[src/design/scurve_types_pkg.sv]
package scurve_types_pkg;

  //////////////////////////////////////////////////
  // Widths
  //////////////////////////////////////////////////

  // Injection and trigger counters
  localparam int COUNT_W = 16;
  // Trigger delay select, 0 to 15 clocks
  localparam int DELAY_W = 4;

  // Count of injections or triggers
  typedef logic [COUNT_W-1:0] count_t;
  // Trigger delay in clocks
  typedef logic [DELAY_W-1:0] delay_t;

  //////////////////////////////////////////////////
  // Per-channel outputs
  //////////////////////////////////////////////////
  typedef struct packed {
    count_t pulse;
    count_t trigger;
    logic   done;
  } chan_result_t;

endpackage

[src/design/scurve_cfg_pkg.sv]
package scurve_cfg_pkg;

  import scurve_types_pkg::*;

  // Host bus widths
  typedef logic [7:0]  addr_t;
  typedef logic [15:0] data_t;

  //////////////////////////////////////////////////
  // Register map
  //////////////////////////////////////////////////
  localparam addr_t ADDR_CTRL       = 8'd0;
  localparam addr_t ADDR_CPT_MAX    = 8'd1;
  localparam addr_t ADDR_TRIG_DELAY = 8'd2;
  localparam addr_t ADDR_STATUS     = 8'd3;
  // Per-channel readback windows, base + channel
  localparam addr_t ADDR_PULSE_BASE = 8'd16;
  localparam addr_t ADDR_TRIG_BASE  = 8'd32;

  // CTRL and STATUS bit positions
  localparam int CTRL_START_BIT  = 0;
  localparam int CTRL_MODE_BIT   = 1;
  localparam int STATUS_BUSY_BIT = 0;
  localparam int STATUS_DONE_BIT = 1;

  typedef enum logic {COUNT_EFFI = 1'b0, TRIG_EFFI = 1'b1} scan_mode_e;

  typedef struct packed {
    scan_mode_e mode;
    count_t     cpt_max;
    delay_t     trig_delay;
  } scan_cfg_t;

  // Four-phase host bus
  typedef struct packed {
    logic  req;
    logic  we;
    addr_t addr;
    data_t wdata;
  } host_req_t;

  typedef struct packed {
    logic  ack;
    data_t rdata;
  } host_rsp_t;

endpackage

[src/design/scurve_cfg_regs.sv]
`timescale 1ns/1ps

module scurve_cfg_regs
  import scurve_types_pkg::*;
  import scurve_cfg_pkg::*;
#(
  parameter int NUM_CH = 4
) (
  input  logic                      Clk,
  input  logic                      reset_n,
  input  host_req_t                 host_req,
  output host_rsp_t                 host_rsp,
  input  chan_result_t [NUM_CH-1:0] results,
  input  logic                      busy,
  input  logic                      done,
  output scan_cfg_t                 cfg,
  output logic                      start_pulse
);

  typedef enum logic {IDLE, ACK} hs_state_e;

  hs_state_e state;
  // One access per handshake, on the IDLE to ACK step
  logic      access;
  data_t     rd_data;
  data_t     rdata;

  assign access = (state == IDLE) && host_req.req;

  //////////////////////////////////////////////////
  // Handshake FSM and register writes
  //////////////////////////////////////////////////
  always_ff @(posedge Clk or negedge reset_n) begin
    if (!reset_n) begin
      state       <= IDLE;
      start_pulse <= 1'b0;
      cfg         <= '{mode: COUNT_EFFI, cpt_max: '0, trig_delay: '0};
    end else begin
      // Start bit clears itself
      start_pulse <= 1'b0;
      case (state)
        // Ack goes up the cycle after req is seen
        IDLE: if (host_req.req) state <= ACK;
        // And down the cycle after req is gone
        ACK: if (!host_req.req) state <= IDLE;
        default: state <= IDLE;
      endcase
      if (access && host_req.we) begin
        case (host_req.addr)
          ADDR_CTRL: begin
            cfg.mode    <= scan_mode_e'(host_req.wdata[CTRL_MODE_BIT]);
            start_pulse <= host_req.wdata[CTRL_START_BIT];
          end
          ADDR_CPT_MAX:    cfg.cpt_max    <= host_req.wdata;
          ADDR_TRIG_DELAY: cfg.trig_delay <= host_req.wdata[DELAY_W-1:0];
          default: ;
        endcase
      end
    end
  end

  //////////////////////////////////////////////////
  // Readback mux
  //////////////////////////////////////////////////
  always_comb begin
    // Unmapped addresses read as zero
    rd_data = '0;
    case (host_req.addr)
      ADDR_CTRL:       rd_data[CTRL_MODE_BIT] = cfg.mode;
      ADDR_CPT_MAX:    rd_data = cfg.cpt_max;
      ADDR_TRIG_DELAY: rd_data[DELAY_W-1:0] = cfg.trig_delay;
      ADDR_STATUS: begin
        rd_data[STATUS_BUSY_BIT] = busy;
        rd_data[STATUS_DONE_BIT] = done;
      end
      default: begin
        // Channel windows
        for (int ch = 0; ch < NUM_CH; ch++) begin
          if (host_req.addr == addr_t'(ADDR_PULSE_BASE + ch)) rd_data = results[ch].pulse;
          if (host_req.addr == addr_t'(ADDR_TRIG_BASE + ch)) rd_data = results[ch].trigger;
        end
      end
    endcase
  end

  // Read data held for the whole ack phase
  always_ff @(posedge Clk) begin
    if (access) rdata <= rd_data;
  end

  assign host_rsp = '{ack: (state == ACK), rdata: rdata};

endmodule

[src/design/scurve_scan_ctrl.sv]
`timescale 1ns/1ps

module scurve_scan_ctrl
  import scurve_types_pkg::*;
#(
  parameter int NUM_CH = 4
) (
  input  logic                      Clk,
  input  logic                      reset_n,
  input  logic                      start_pulse,
  input  chan_result_t [NUM_CH-1:0] results,
  output logic                      clear,
  output logic                      run,
  output logic                      busy,
  output logic                      done
);

  typedef enum logic [1:0] {IDLE, CLEAR, RUN, FINISHED} scan_state_e;

  scan_state_e       state;
  scan_state_e       state_next;
  logic [NUM_CH-1:0] chan_done;
  // Every channel reached its limit
  logic              all_done;

  // Gather the done flags
  always_comb begin
    for (int ch = 0; ch < NUM_CH; ch++) begin
      chan_done[ch] = results[ch].done;
    end
  end

  assign all_done = &chan_done;

  //////////////////////////////////////////////////
  // Scan sequencing
  //////////////////////////////////////////////////
  always_comb begin
    state_next = state;
    case (state)
      IDLE:     if (start_pulse) state_next = CLEAR;
      // Single clear cycle, then run
      CLEAR:    state_next = RUN;
      // Stale done bits are gone by the first RUN cycle
      // Start is ignored here
      RUN:      if (all_done) state_next = FINISHED;
      // Rescan without reset
      FINISHED: if (start_pulse) state_next = CLEAR;
      default:  state_next = IDLE;
    endcase
  end

  always_ff @(posedge Clk or negedge reset_n) begin
    if (!reset_n) begin
      state <= IDLE;
    end else begin
      state <= state_next;
    end
  end

  // Outputs decoded from the state register
  assign clear = (state == CLEAR);
  assign run   = (state == RUN);
  assign busy  = (state == CLEAR) || (state == RUN);
  // Held until the next start
  assign done  = (state == FINISHED);

endmodule

[src/design/scurve_channel_counter.sv]
`timescale 1ns/1ps

module scurve_channel_counter
  import scurve_types_pkg::*;
  import scurve_cfg_pkg::*;
(
  input  logic         Clk,
  input  logic         reset_n,
  input  scan_cfg_t    cfg,
  input  logic         clear,
  input  logic         run,
  input  logic         clk_ext,
  input  logic         trigger,
  output chan_result_t result
);

  // Injection strobe path
  logic        ext_meta;
  logic        ext_sync;
  logic        ext_prev;
  logic        ext_rise;
  logic        ext_fall;
  // Trigger path
  logic        trig_meta;
  logic [15:0] trig_shift;
  logic        trig_delayed;
  logic        trig_level;
  logic        trig_level_next;
  logic        trig_fall;
  // Enables
  logic        count_en;
  logic        window_en;
  // Counters and done
  count_t      pulse_cnt;
  count_t      trig_cnt;
  logic        pulse_full;
  logic        done_q;

  //////////////////////////////////////////////////
  // Synchronizers
  //////////////////////////////////////////////////

  // clk_ext, two flops plus the edge register
  always_ff @(posedge Clk or negedge reset_n) begin
    if (!reset_n) begin
      ext_meta <= 1'b0;
      ext_sync <= 1'b0;
      ext_prev <= 1'b0;
    end else begin
      ext_meta <= clk_ext;
      ext_sync <= ext_meta;
      ext_prev <= ext_sync;
    end
  end

  assign ext_rise = ext_sync & ~ext_prev;
  assign ext_fall = ~ext_sync & ext_prev;

  // Trigger idles high
  // Shift bit 0 is the second sync stage, the rest is the delay line
  always_ff @(posedge Clk or negedge reset_n) begin
    if (!reset_n) begin
      trig_meta  <= 1'b1;
      trig_shift <= '1;
    end else begin
      trig_meta  <= trigger;
      trig_shift <= {trig_shift[14:0], trig_meta};
    end
  end

  // Tap 0 means no extra delay
  assign trig_delayed = trig_shift[cfg.trig_delay];

  //////////////////////////////////////////////////
  // Mode gating
  //////////////////////////////////////////////////
  assign count_en  = run & ~done_q;
  // Trigger efficiency only looks inside the injection window
  assign window_en = (cfg.mode == TRIG_EFFI) ? (count_en & ext_sync) : count_en;

  always_comb begin
    if (cfg.mode == TRIG_EFFI) begin
      // Low sticks until the window closes
      trig_level_next = (trig_delayed & trig_level) | ~window_en;
    end else begin
      trig_level_next = trig_delayed;
    end
  end

  // One register doubles as hold state and edge detector
  assign trig_fall = trig_level & ~trig_level_next;

  always_ff @(posedge Clk or negedge reset_n) begin
    if (!reset_n) begin
      trig_level <= 1'b1;
    end else if (clear) begin
      trig_level <= 1'b1;
    end else begin
      trig_level <= trig_level_next;
    end
  end

  //////////////////////////////////////////////////
  // Counters
  //////////////////////////////////////////////////
  assign pulse_full = (pulse_cnt == cfg.cpt_max);

  // Injections, stops at the limit
  always_ff @(posedge Clk or negedge reset_n) begin
    if (!reset_n) begin
      pulse_cnt <= '0;
    end else if (clear) begin
      pulse_cnt <= '0;
    end else if (count_en && ext_rise && (pulse_cnt < cfg.cpt_max)) begin
      pulse_cnt <= pulse_cnt + 1'b1;
    end
  end

  // Trigger falls, until done
  always_ff @(posedge Clk or negedge reset_n) begin
    if (!reset_n) begin
      trig_cnt <= '0;
    end else if (clear) begin
      trig_cnt <= '0;
    end else if (window_en && trig_fall) begin
      trig_cnt <= trig_cnt + 1'b1;
    end
  end

  // Sticky done at the window close after the last injection
  always_ff @(posedge Clk or negedge reset_n) begin
    if (!reset_n) begin
      done_q <= 1'b0;
    end else if (clear) begin
      done_q <= 1'b0;
    end else if (run && ext_fall && pulse_full) begin
      done_q <= 1'b1;
    end
  end

  assign result = '{pulse: pulse_cnt, trigger: trig_cnt, done: done_q};

endmodule

[src/design/scurve_scan_top.sv]
`timescale 1ns/1ps

module scurve_scan_top
  import scurve_types_pkg::*;
  import scurve_cfg_pkg::*;
#(
  parameter int NUM_CH = 4
) (
  input  logic              Clk,
  input  logic              reset_n,
  input  host_req_t         host_req,
  output host_rsp_t         host_rsp,
  input  logic              clk_ext,
  input  logic [NUM_CH-1:0] trigger,
  output logic              scan_done
);

  scan_cfg_t                 cfg;
  logic                      start_pulse;
  logic                      clear;
  logic                      run;
  logic                      busy;
  logic                      done;
  // All channel outputs, to the controller and the readback
  chan_result_t [NUM_CH-1:0] results;

  scurve_cfg_regs #(.NUM_CH(NUM_CH)) cfg_regs_i (
    .Clk         (Clk),
    .reset_n     (reset_n),
    .host_req    (host_req),
    .host_rsp    (host_rsp),
    .results     (results),
    .busy        (busy),
    .done        (done),
    .cfg         (cfg),
    .start_pulse (start_pulse)
  );

  scurve_scan_ctrl #(.NUM_CH(NUM_CH)) scan_ctrl_i (
    .Clk         (Clk),
    .reset_n     (reset_n),
    .start_pulse (start_pulse),
    .results     (results),
    .clear       (clear),
    .run         (run),
    .busy        (busy),
    .done        (done)
  );

  // One counter per discriminator, shared strobe
  for (genvar ch = 0; ch < NUM_CH; ch++) begin : g_chan
    scurve_channel_counter chan_i (
      .Clk     (Clk),
      .reset_n (reset_n),
      .cfg     (cfg),
      .clear   (clear),
      .run     (run),
      .clk_ext (clk_ext),
      .trigger (trigger[ch]),
      .result  (results[ch])
    );
  end

  assign scan_done = done;

endmodule

[config.mk]
export PLATFORM = sky130hd
export DESIGN_NAME = scurve_scan_top
export DESIGN_NICKNAME = d
export VERILOG_FILES = /design/src/design/scurve_types_pkg.sv /design/src/design/scurve_cfg_pkg.sv /design/src/design/scurve_cfg_regs.sv /design/src/design/scurve_scan_ctrl.sv /design/src/design/scurve_channel_counter.sv /design/src/design/scurve_scan_top.sv
export SDC_FILE = /design/constraint.sdc
export NUM_CORES = 1
export LEC_CHECK = 0
export BUFFER_PORTS_ARGS = -buffer_cell sky130_fd_sc_hd__buf_4
export CORE_MARGIN = 5
export CORE_UTILIZATION = 57
export CTS_CLUSTER_SIZE = 40
export DETAILED_ROUTE_END_ITERATION = 12
export GPL_ROUTABILITY_DRIVEN = 0
export PLACE_DENSITY = 0.79
export SLEW_MARGIN = 20
export SYNTH_ARGS = -nofsm -noshare
export SYNTH_HDL_FRONTEND = slang
export SYNTH_HIERARCHICAL = 1
export SYNTH_SLANG_ARGS = --single-unit
[constraint.sdc]
create_clock -name Clk -period 2.95 [get_ports Clk]
set_clock_uncertainty 0.15 [all_clocks]
set_input_delay 0.4425 -clock Clk [delete_from_list [all_inputs] [get_ports Clk]]
set_output_delay 0.4425 -clock Clk [all_outputs]
set_load 0.01 [all_outputs]
==> metrics.csv, run 1 <==
stage,metric,value,unit
layout,Sequential Area,6616,µm²
place,Place WS,-0.04256,ns
layout,most frequent cells in the layout,"157 x dfrtp_1, 124 x buf_4, 111 x nor2_1, 93 x nand2_1, 93 x o21ai_0",
routing,WL met1,17040,µm
pwr,Seq pwr share,46.7,%
logic_synthesis,synth unique cells,73,
routing,Detailed Route WL,42320,µm
timing,Final Worst Setup Slack,0.02457,ns
pwr,Sw Share,26.20,%
min_path,worst hold start,g_chan[0].chan_i/ext_meta$_DFF_PN0_,
layout,antenna cell count,0,
routing,met3 wire len,3636,µm
global_routing,first-pass GRT wire length,66800,µm
logic_synthesis,XOR/XNOR Fraction of Synth Area,3.836,%
worst_setup_path,CP max FO,10,
layout,Multi-input gate area,7428,µm²
worst_setup_path,Worst Path Arrival,3.25,ns
timing,minimum clock period,2.925,ns
timing,Slew HR,48.19,%
worst_setup_path,WS Path Type,reg2reg,
layout,share of layout cells above drive strength 1,20.74,%
logic_synthesis,simple-gate share of the synthesized area,19.27,%
clock_network,CTS Buf Count,28,
place,Port Buffers,50,
routing,Vias/cell,6.551,
floorplanning,Initial Util,58.02,%
min_path,worst hold stages,0,
routing,Routed Antenna Nets,0,
logic_synthesis,"EDFF count, synth",16,
worst_setup_path,worst path cell trace,buf_4 > mux4_1 > mux4_2 > or2_4 > buf_4 > or3_1 > a21oi_1,
floorplanning,I/O pin total,51,
worst_setup_path,Reg2Reg Launch Point,cfg_regs_i/cfg[2]$_DFFE_PN0P_,
worst_setup_path,Worst R2R End,g_chan[1].chan_i/trig_cnt[7]$_DFFE_PN0P_,
worst_setup_path,worst reg2reg path depth,7,
pwr,net switching power,0.002230,W
logic_synthesis,"Avg Cell Area, Syn",10.09,µm²
logic_synthesis,"Seq/Total Area, Yosys",45.18,%
routing,DRC Markers,0,
clock_network,root buf cell,clkbuf_16,
floorplanning,core area,25180,µm²
pwr,P_leak,7.087,nW
logic_synthesis,largest family of logic cells by synthesized area,simple AND/OR/NAND/NOR gates,
floorplanning,Vert. Die Dim,170.1,µm
global_routing,initial antenna violation count,0,
logic_synthesis,mapped cell area,14610,µm²
min_path,Tightest Hold Check Type,reg2reg,
global_routing,gr usage total,28.85,%
routing,drt first pass iters,6,
pwr,Int Pwr,0.006282,W
worst_setup_path,most used cell along the critical path,buf_4,
min_path,Hold EP,g_chan[0].chan_i/ext_sync$_DFF_PN0_,
logic_synthesis,Synth area leaders,"dfrtp_1 29%, dfstp_2 13%, ha_1 6.5%",
worst_setup_path,CP required,3.27,ns
floorplanning,DIE WIDTH,170.1,µm
logic_synthesis,"Top FF cell, synth",dfrtp_1,
timing,Max Clock Freq,341.8,MHz
clock_network,CTS tree,built,
routing,Via Count,12490,
routing,Iter 0 DRT Violations,1573,
run,Max-Cap Viols,0,
logic_synthesis,mux share of post-synthesis cell area,6.114,%
timing,Max Transition Viols Final,0,
worst_setup_path,CP startpoint kind,flip-flop,
timing,Slew @ Worst Pin,0.7575,ns
place,placed cell count,1831,
layout,fillers,1793,
layout,Layout area overhead,17.10,%
pwr,Comb power frac,10.4,%
clock_network,CTS Buffer Depth,3,
global_routing,total gr overflow,0,
routing,WL met2,19210,µm
global_routing,largest net degree at the start of global routing,65,
clock_network,clk slew on worst S/H paths,0.06,ns
worst_setup_path,CP endpoint kind,flip-flop,
timing,final setup violating endpoints,0,
place,hpwl dp,29980,µm
timing,fin crit share,99.17,%
floorplanning,die area,28940,µm²
pwr,clock power share,42.9,%
run_status,outcome,completed,
worst_setup_path,R2R Setup Slk,0.02,ns
logic_synthesis,Synth top area share,28.94,%
logic_synthesis,Cells after Synth,1448,
logic_synthesis,Synth Area in Compound Gates,14.34,%
layout,"most common cell after layout, fill and taps aside",dfrtp_1,
logic_synthesis,post-synthesis adder-cell area fraction,6.508,%
pwr,peak supply drop,0.0005943,V
clock_network,clock sink count,257,
global_routing,vias in the first global route,12110,
logic_synthesis,"Net Count, Synth",1557,
worst_setup_path,CP max-delay cell,mux4_1,
floorplanning,# rows,58,
pwr,pwr dens,497.5,nW/µm²
worst_setup_path,CP max stage delay,0.56,ns
logic_synthesis,Syn. warnings,6,
routing,routed length per placed instance,22.19,µm
routing,DR top layer,met4,
layout,final non-filler cell total,1907,
timing,RSZ-0062 raised after global routing,yes,
logic_synthesis,Post-synth ARST share,93.77,%
logic_synthesis,Yosys reg bits,257,
timing,final hold vios,0,
clock_network,worst skew pair latency,0.56,ns
clock_network,H-tree levels,1,
logic_synthesis,post-synth top area cell,dfrtp_1,
layout,Nets,1664,
-- area by class of cell --
| type | instances | share of cell area, % |
|---|---|---|
| clock inverter | 15 | 0.9433 |
| multi-input combinational | 1033 | 43.41 |
| timing repair buffer | 159 | 8.110 |
| tap | 330 | 2.413 |
| clock buffer | 37 | 4.782 |
| inverter | 76 | 1.667 |
| sequential | 257 | 38.67 |
-- worst max-delay path: cells and delay by family, from the launching register on --
family / cells / cell delay (ns)
compound gates: 1 / 0.18
buf+inv: 2 / 0.37
flops: 1 / 0.41
simple gates: 2 / 0.64
mux: 2 / 1.08
-- how the worst max path moves through the flow --
stage / start / cells past startpoint / end
global placement: cfg_regs_i/cfg[2]$_DFFE_PN0P_ / 7 / g_chan[0].chan_i/trig_cnt[14]$_DFFE_PN0P_
CTS: cfg_regs_i/cfg[2]$_DFFE_PN0P_ / 8 / g_chan[1].chan_i/trig_cnt[12]$_DFFE_PN0P_
global route: cfg_regs_i/cfg[2]$_DFFE_PN0P_ / 7 / g_chan[1].chan_i/trig_cnt[7]$_DFFE_PN0P_
detailed placement: cfg_regs_i/cfg[2]$_DFFE_PN0P_ / 7 / g_chan[1].chan_i/trig_cnt[13]$_DFFE_PN0P_
floorplan: cfg_regs_i/cfg[2]$_DFFE_PN0P_ / 6 / g_chan[1].chan_i/trig_cnt[11]$_DFFE_PN0P_
finish: cfg_regs_i/cfg[2]$_DFFE_PN0P_ / 7 / g_chan[1].chan_i/trig_cnt[7]$_DFFE_PN0P_
-- state kept, by name, indices dropped and copies added (netlist names) --
signal and cells:
g_chan.chan_i/trig_cnt 64, cfg_regs_i/rdata 16, g_chan.chan_i/ext_sync 4, g_chan.chan_i/trig_level 4, g_chan.chan_i/trig_meta 4, g_chan.chan_i/pulse_cnt 64, cfg_regs_i/start_pulse 1, scan_ctrl_i/state 2
g_chan.chan_i/trig_shift 64, g_chan.chan_i/done_q 4, cfg_regs_i/cfg 21, g_chan.chan_i/ext_prev 4, cfg_regs_i/state 1, g_chan.chan_i/ext_meta 4
-- metrics by stage --
step / cell area (µm²) / setup TNS (ns) / util (%) / power, W / hold WS, ns
2_1_floorplan: 14610 / 0 / - / 0.004463 / -0.003091
3_3_place_gp: 15760 / 0 / 62.60 / 0.004825 / 0.1831
3_5_place_dp: 15760 / -0.2124 / 62.60 / 0.004856 / 0.1847
4_1_cts: 17010 / 0 / 67.54 / 0.008530 / 0.1983
5_1_grt: 17110 / -0.03406 / 67.95 / 0.008813 / 0.2092
6_report: 17110 / 0 / 67.95 / 0.008512 / 0.1991
-- Yosys cell counts, types with 8 or more instances --
cell / count
mux2i_1: 9
nand2b_1: 10
or3_1: 40
nand3b_1: 25
mux2_1: 11
nand4_1: 37
a21oi_1: 69
o21ai_0: 93
a21o_1: 10
a2111oi_1: 10
and3_1: 20
nand3_1: 50
o2111ai_1: 16
buf_2: 18
edfxtp_1: 16
nor3_1: 29
nor4_1: 23
mux4_1: 16
dfstp_2: 72
or4_1: 9
buf_4: 9
xor2_1: 8
and4_1: 9
o31ai_1: 12
inv_1: 75
o221ai_1: 16
clkbuf_1: 46
mux2_2: 15
o21ai_1: 28
nor2b_1: 13
nor2_1: 111
ha_1: 76
nand2_1: 93
a221oi_1: 17
xnor2_1: 56
dfrtp_1: 169
and2_1: 10
o21a_1: 10
-- power by group through the flow --
stage	Clock, W	Combinational (W)	Sequential [W]
after floorplan	0	0.000516	0.00395
after global placement	0	0.000807	0.00402
after detailed placement	0	0.000831	0.00402
after CTS	0.00369	0.000871	0.00396
after global routing	0.00386	0.000966	0.00399
final	0.00365	0.000886	0.00398
-- cells by family (layout without fill, tap and decap cells) --
group | Yosys count | in the layout
simple gates | 515 | 515
xor+xnor | 64 | 64
compound gates | 323 | 323
flops | 257 | 257
buf+inv | 158 | 287
fa+ha+maj | 76 | 76
mux | 55 | 55
-- per-layer routing --
metal | GRT usage [%] | vias to the layer above
met5 | 0 | -
met4 | 12.05 | 0
met3 | 4.599 | 169
met2 | 46.18 | 673
met1 | 39.41 | 6088
li1 | - | 5562
-- timing repair --
item	in CTS	in global routing
hold buffers	23	0
endpoints found under the hold margin	88	0
setup endpoints to repair	17	58
pin swaps	0	2
setup buffers	1	0
gates cloned	0	0
resized for setup	4	30
Note: power is estimated with default switching activity, not from simulation.
==> inputs of run 2 (changes only) <==
==> constraint.sdc (replaced) <==
create_clock -name Clk -period 2.95 [get_ports Clk]
set_clock_uncertainty 0.15 [all_clocks]
set_input_delay 0.1475 -clock Clk [delete_from_list [all_inputs] [get_ports Clk]]
set_output_delay 0.1475 -clock Clk [all_outputs]
set_load 0.01 [all_outputs]
==> metrics.csv, run 2 (synthesis results as in run 1) <==
stage,metric,value,unit
clock_network,clk slew on worst S/H paths,0.06,ns
place,Port Buffers,50,
timing,Max Transition Viols Final,0,
timing,Final Worst Setup Slack,0.01640,ns
global_routing,largest net degree at the start of global routing,72,
timing,RSZ-0062 raised after global routing,yes,
timing,final setup violating endpoints,0,
layout,most frequent cells in the layout,"164 x dfrtp_1, 118 x buf_4, 110 x nor2_1, 93 x nand2_1, 91 x o21ai_0",
routing,routed length per placed instance,22.23,µm
worst_setup_path,CP required,3.28,ns
clock_network,clock sink count,257,
pwr,pwr dens,491.0,nW/µm²
worst_setup_path,worst reg2reg path depth,6,
place,placed cell count,1818,
worst_setup_path,CP max-delay cell,mux4_1,
floorplanning,core area,25180,µm²
global_routing,gr usage total,28.95,%
floorplanning,die area,28940,µm²
timing,fin crit share,99.44,%
place,Place WS,-0.05096,ns
min_path,Tightest Hold Check Type,in2async,
floorplanning,Vert. Die Dim,170.1,µm
routing,Routed Antenna Nets,0,
layout,top flop regs,"g_chan.chan_i/pulse_cnt x64, g_chan.chan_i/trig_cnt x64, g_chan.chan_i/trig_shift x64",
routing,Vias/cell,6.559,
worst_setup_path,WS Path Type,reg2reg,
worst_setup_path,R2R Setup Slk,0.02,ns
layout,antenna cell count,0,
floorplanning,DIE WIDTH,170.1,µm
routing,Detailed Route WL,42260,µm
worst_setup_path,CP max stage delay,0.57,ns
clock_network,worst skew pair latency,0.56,ns
layout,share of layout cells above drive strength 1,20.69,%
worst_setup_path,Worst Path Arrival,3.26,ns
global_routing,vias in the first global route,12090,
worst_setup_path,worst path cell trace,buf_4 > mux4_1 > mux4_2 > or3_4 > or3_1 > a21oi_1,
place,hpwl dp,29640,µm
worst_setup_path,Reg2Reg Launch Point,cfg_regs_i/cfg[2]$_DFFE_PN0P_,
layout,final non-filler cell total,1901,
clock_network,root buf cell,clkbuf_16,
run_status,violated checks,negative hold slack,
worst_setup_path,Worst R2R End,g_chan[3].chan_i/trig_cnt[11]$_DFFE_PN0P_,
worst_setup_path,crit path capture,g_chan[3].chan_i/trig_cnt[11]$_DFFE_PN0P_,
clock_network,CTS Buffer Depth,3,
clock_network,CTS Buf Count,28,
floorplanning,Initial Util,58.02,%
timing,minimum clock period,2.934,ns
routing,drt first pass iters,8,
layout,Layout area overhead,17.30,%
worst_setup_path,CP endpoint kind,flip-flop,
routing,DRC Markers,0,
timing,Slew @ Worst Pin,0.8785,ns
global_routing,total gr overflow,0,
worst_setup_path,CP max FO,7,
worst_setup_path,cell count along the critical path,6,
routing,Iter 0 DRT Violations,1408,
routing,Via Count,12470,
pwr,P_leak,7.136,nW
floorplanning,# rows,58,
clock_network,H-tree levels,1,
place,Placed Instance Area,15670,µm²
worst_setup_path,CP top delay family,multiplexers,
worst_setup_path,worst setup path start,cfg_regs_i/cfg[2]$_DFFE_PN0P_,
layout,post-route cell area,17140,µm²
floorplanning,I/O pin total,51,
worst_setup_path,WP buf/inv,1,
timing,hold slack,-0.001274,ns
global_routing,initial antenna violation count,0,
timing,Max Clock Freq,340.9,MHz
timing,Slew HR,39.92,%
pwr,peak supply drop,0.0004461,V
global_routing,first-pass GRT wire length,66500,µm
clock_network,CTS tree,built,
run_status,outcome,finished with violations,
worst_setup_path,CP startpoint kind,flip-flop,
timing,final hold vios,1,
layout,Nets,1660,
run,Max-Cap Viols,0,
timing,setup TNS,0,ns
layout,"most common cell after layout, fill and taps aside",dfrtp_1,
-- run 2: changes by cell type in the layout (fill, tap and decap cells not counted), moves of 4 or more --
cell	before	now
nor3_1	25	19
buf_4	124	118
clkbuf_1	4	9
nor4_4	1	5
a21oi_2	0	5
clkinv_2	8	4
dfrtp_2	12	5
nor3_2	5	10
a21oi_1	69	64
dfrtp_1	157	164
-- run 2: report_power, final --
group,switching [W],internal [W]
Sequential,0.000215,0.00376
Combinational,0.000520,0.000375
Clock,0.00144,0.00210
Total,0.00217,0.00624
-- run 2: how the worst min path moves through the flow --
| stage | from | to | slack (ns) | cells after the start |
|---|---|---|---|---|
| floorplan | reset_n | cfg_regs_i/cfg[0]$_DFFE_PN0P_ | -0.30 | 0 |
| global placement | reset_n | g_chan[2].chan_i/pulse_cnt[8]$_DFFE_PN0P_ | 0.005 | 1 |
| detailed placement | reset_n | g_chan[1].chan_i/pulse_cnt[12]$_DFFE_PN0P_ | -0.0005 | 1 |
| CTS | reset_n | g_chan[2].chan_i/pulse_cnt[10]$_DFFE_PN0P_ | 0.02 | 2 |
| global route | reset_n | g_chan[2].chan_i/pulse_cnt[6]$_DFFE_PN0P_ | 0.07 | 2 |
| finish | reset_n | g_chan[2].chan_i/pulse_cnt[8]$_DFFE_PN0P_ | -0.001 | 2 |
-- run 2: layer usage --
layer	part of all wire [%]	GRT usage, %
met5	0	0
met1	40	39.53
met3	9.6	6.249
met4	5.4	12.53
met2	45	44.93
-- run 2: through the flow --
step	total power, W	util (%)
finish	0.008415	68.06
global route	0.008709	68.06
CTS	0.008430	67.03
detailed placement	0.004866	62.21
global placement	0.004823	62.21
floorplan	0.004463	-
-- run 2: layout make-up --
class	instances	area [µm²]
inverters	76	285.3
flip-flops and latches	257	6608
clock buffers	42	825.8
repair buffers	155	1365
multi-input cells	1033	7537
clock inverters	8	105.1
fillers	1807	8043
well taps	330	412.9
-- run 2: what timing repair did --
action | CTS | global route
endpoints found under the setup margin | 21 | 48
buffers inserted | 0 | 10
hold buffers | 23 | 0
resized for setup | 12 | 40
endpoints found under the hold margin | 212 | 0
pin swaps | 1 | 8
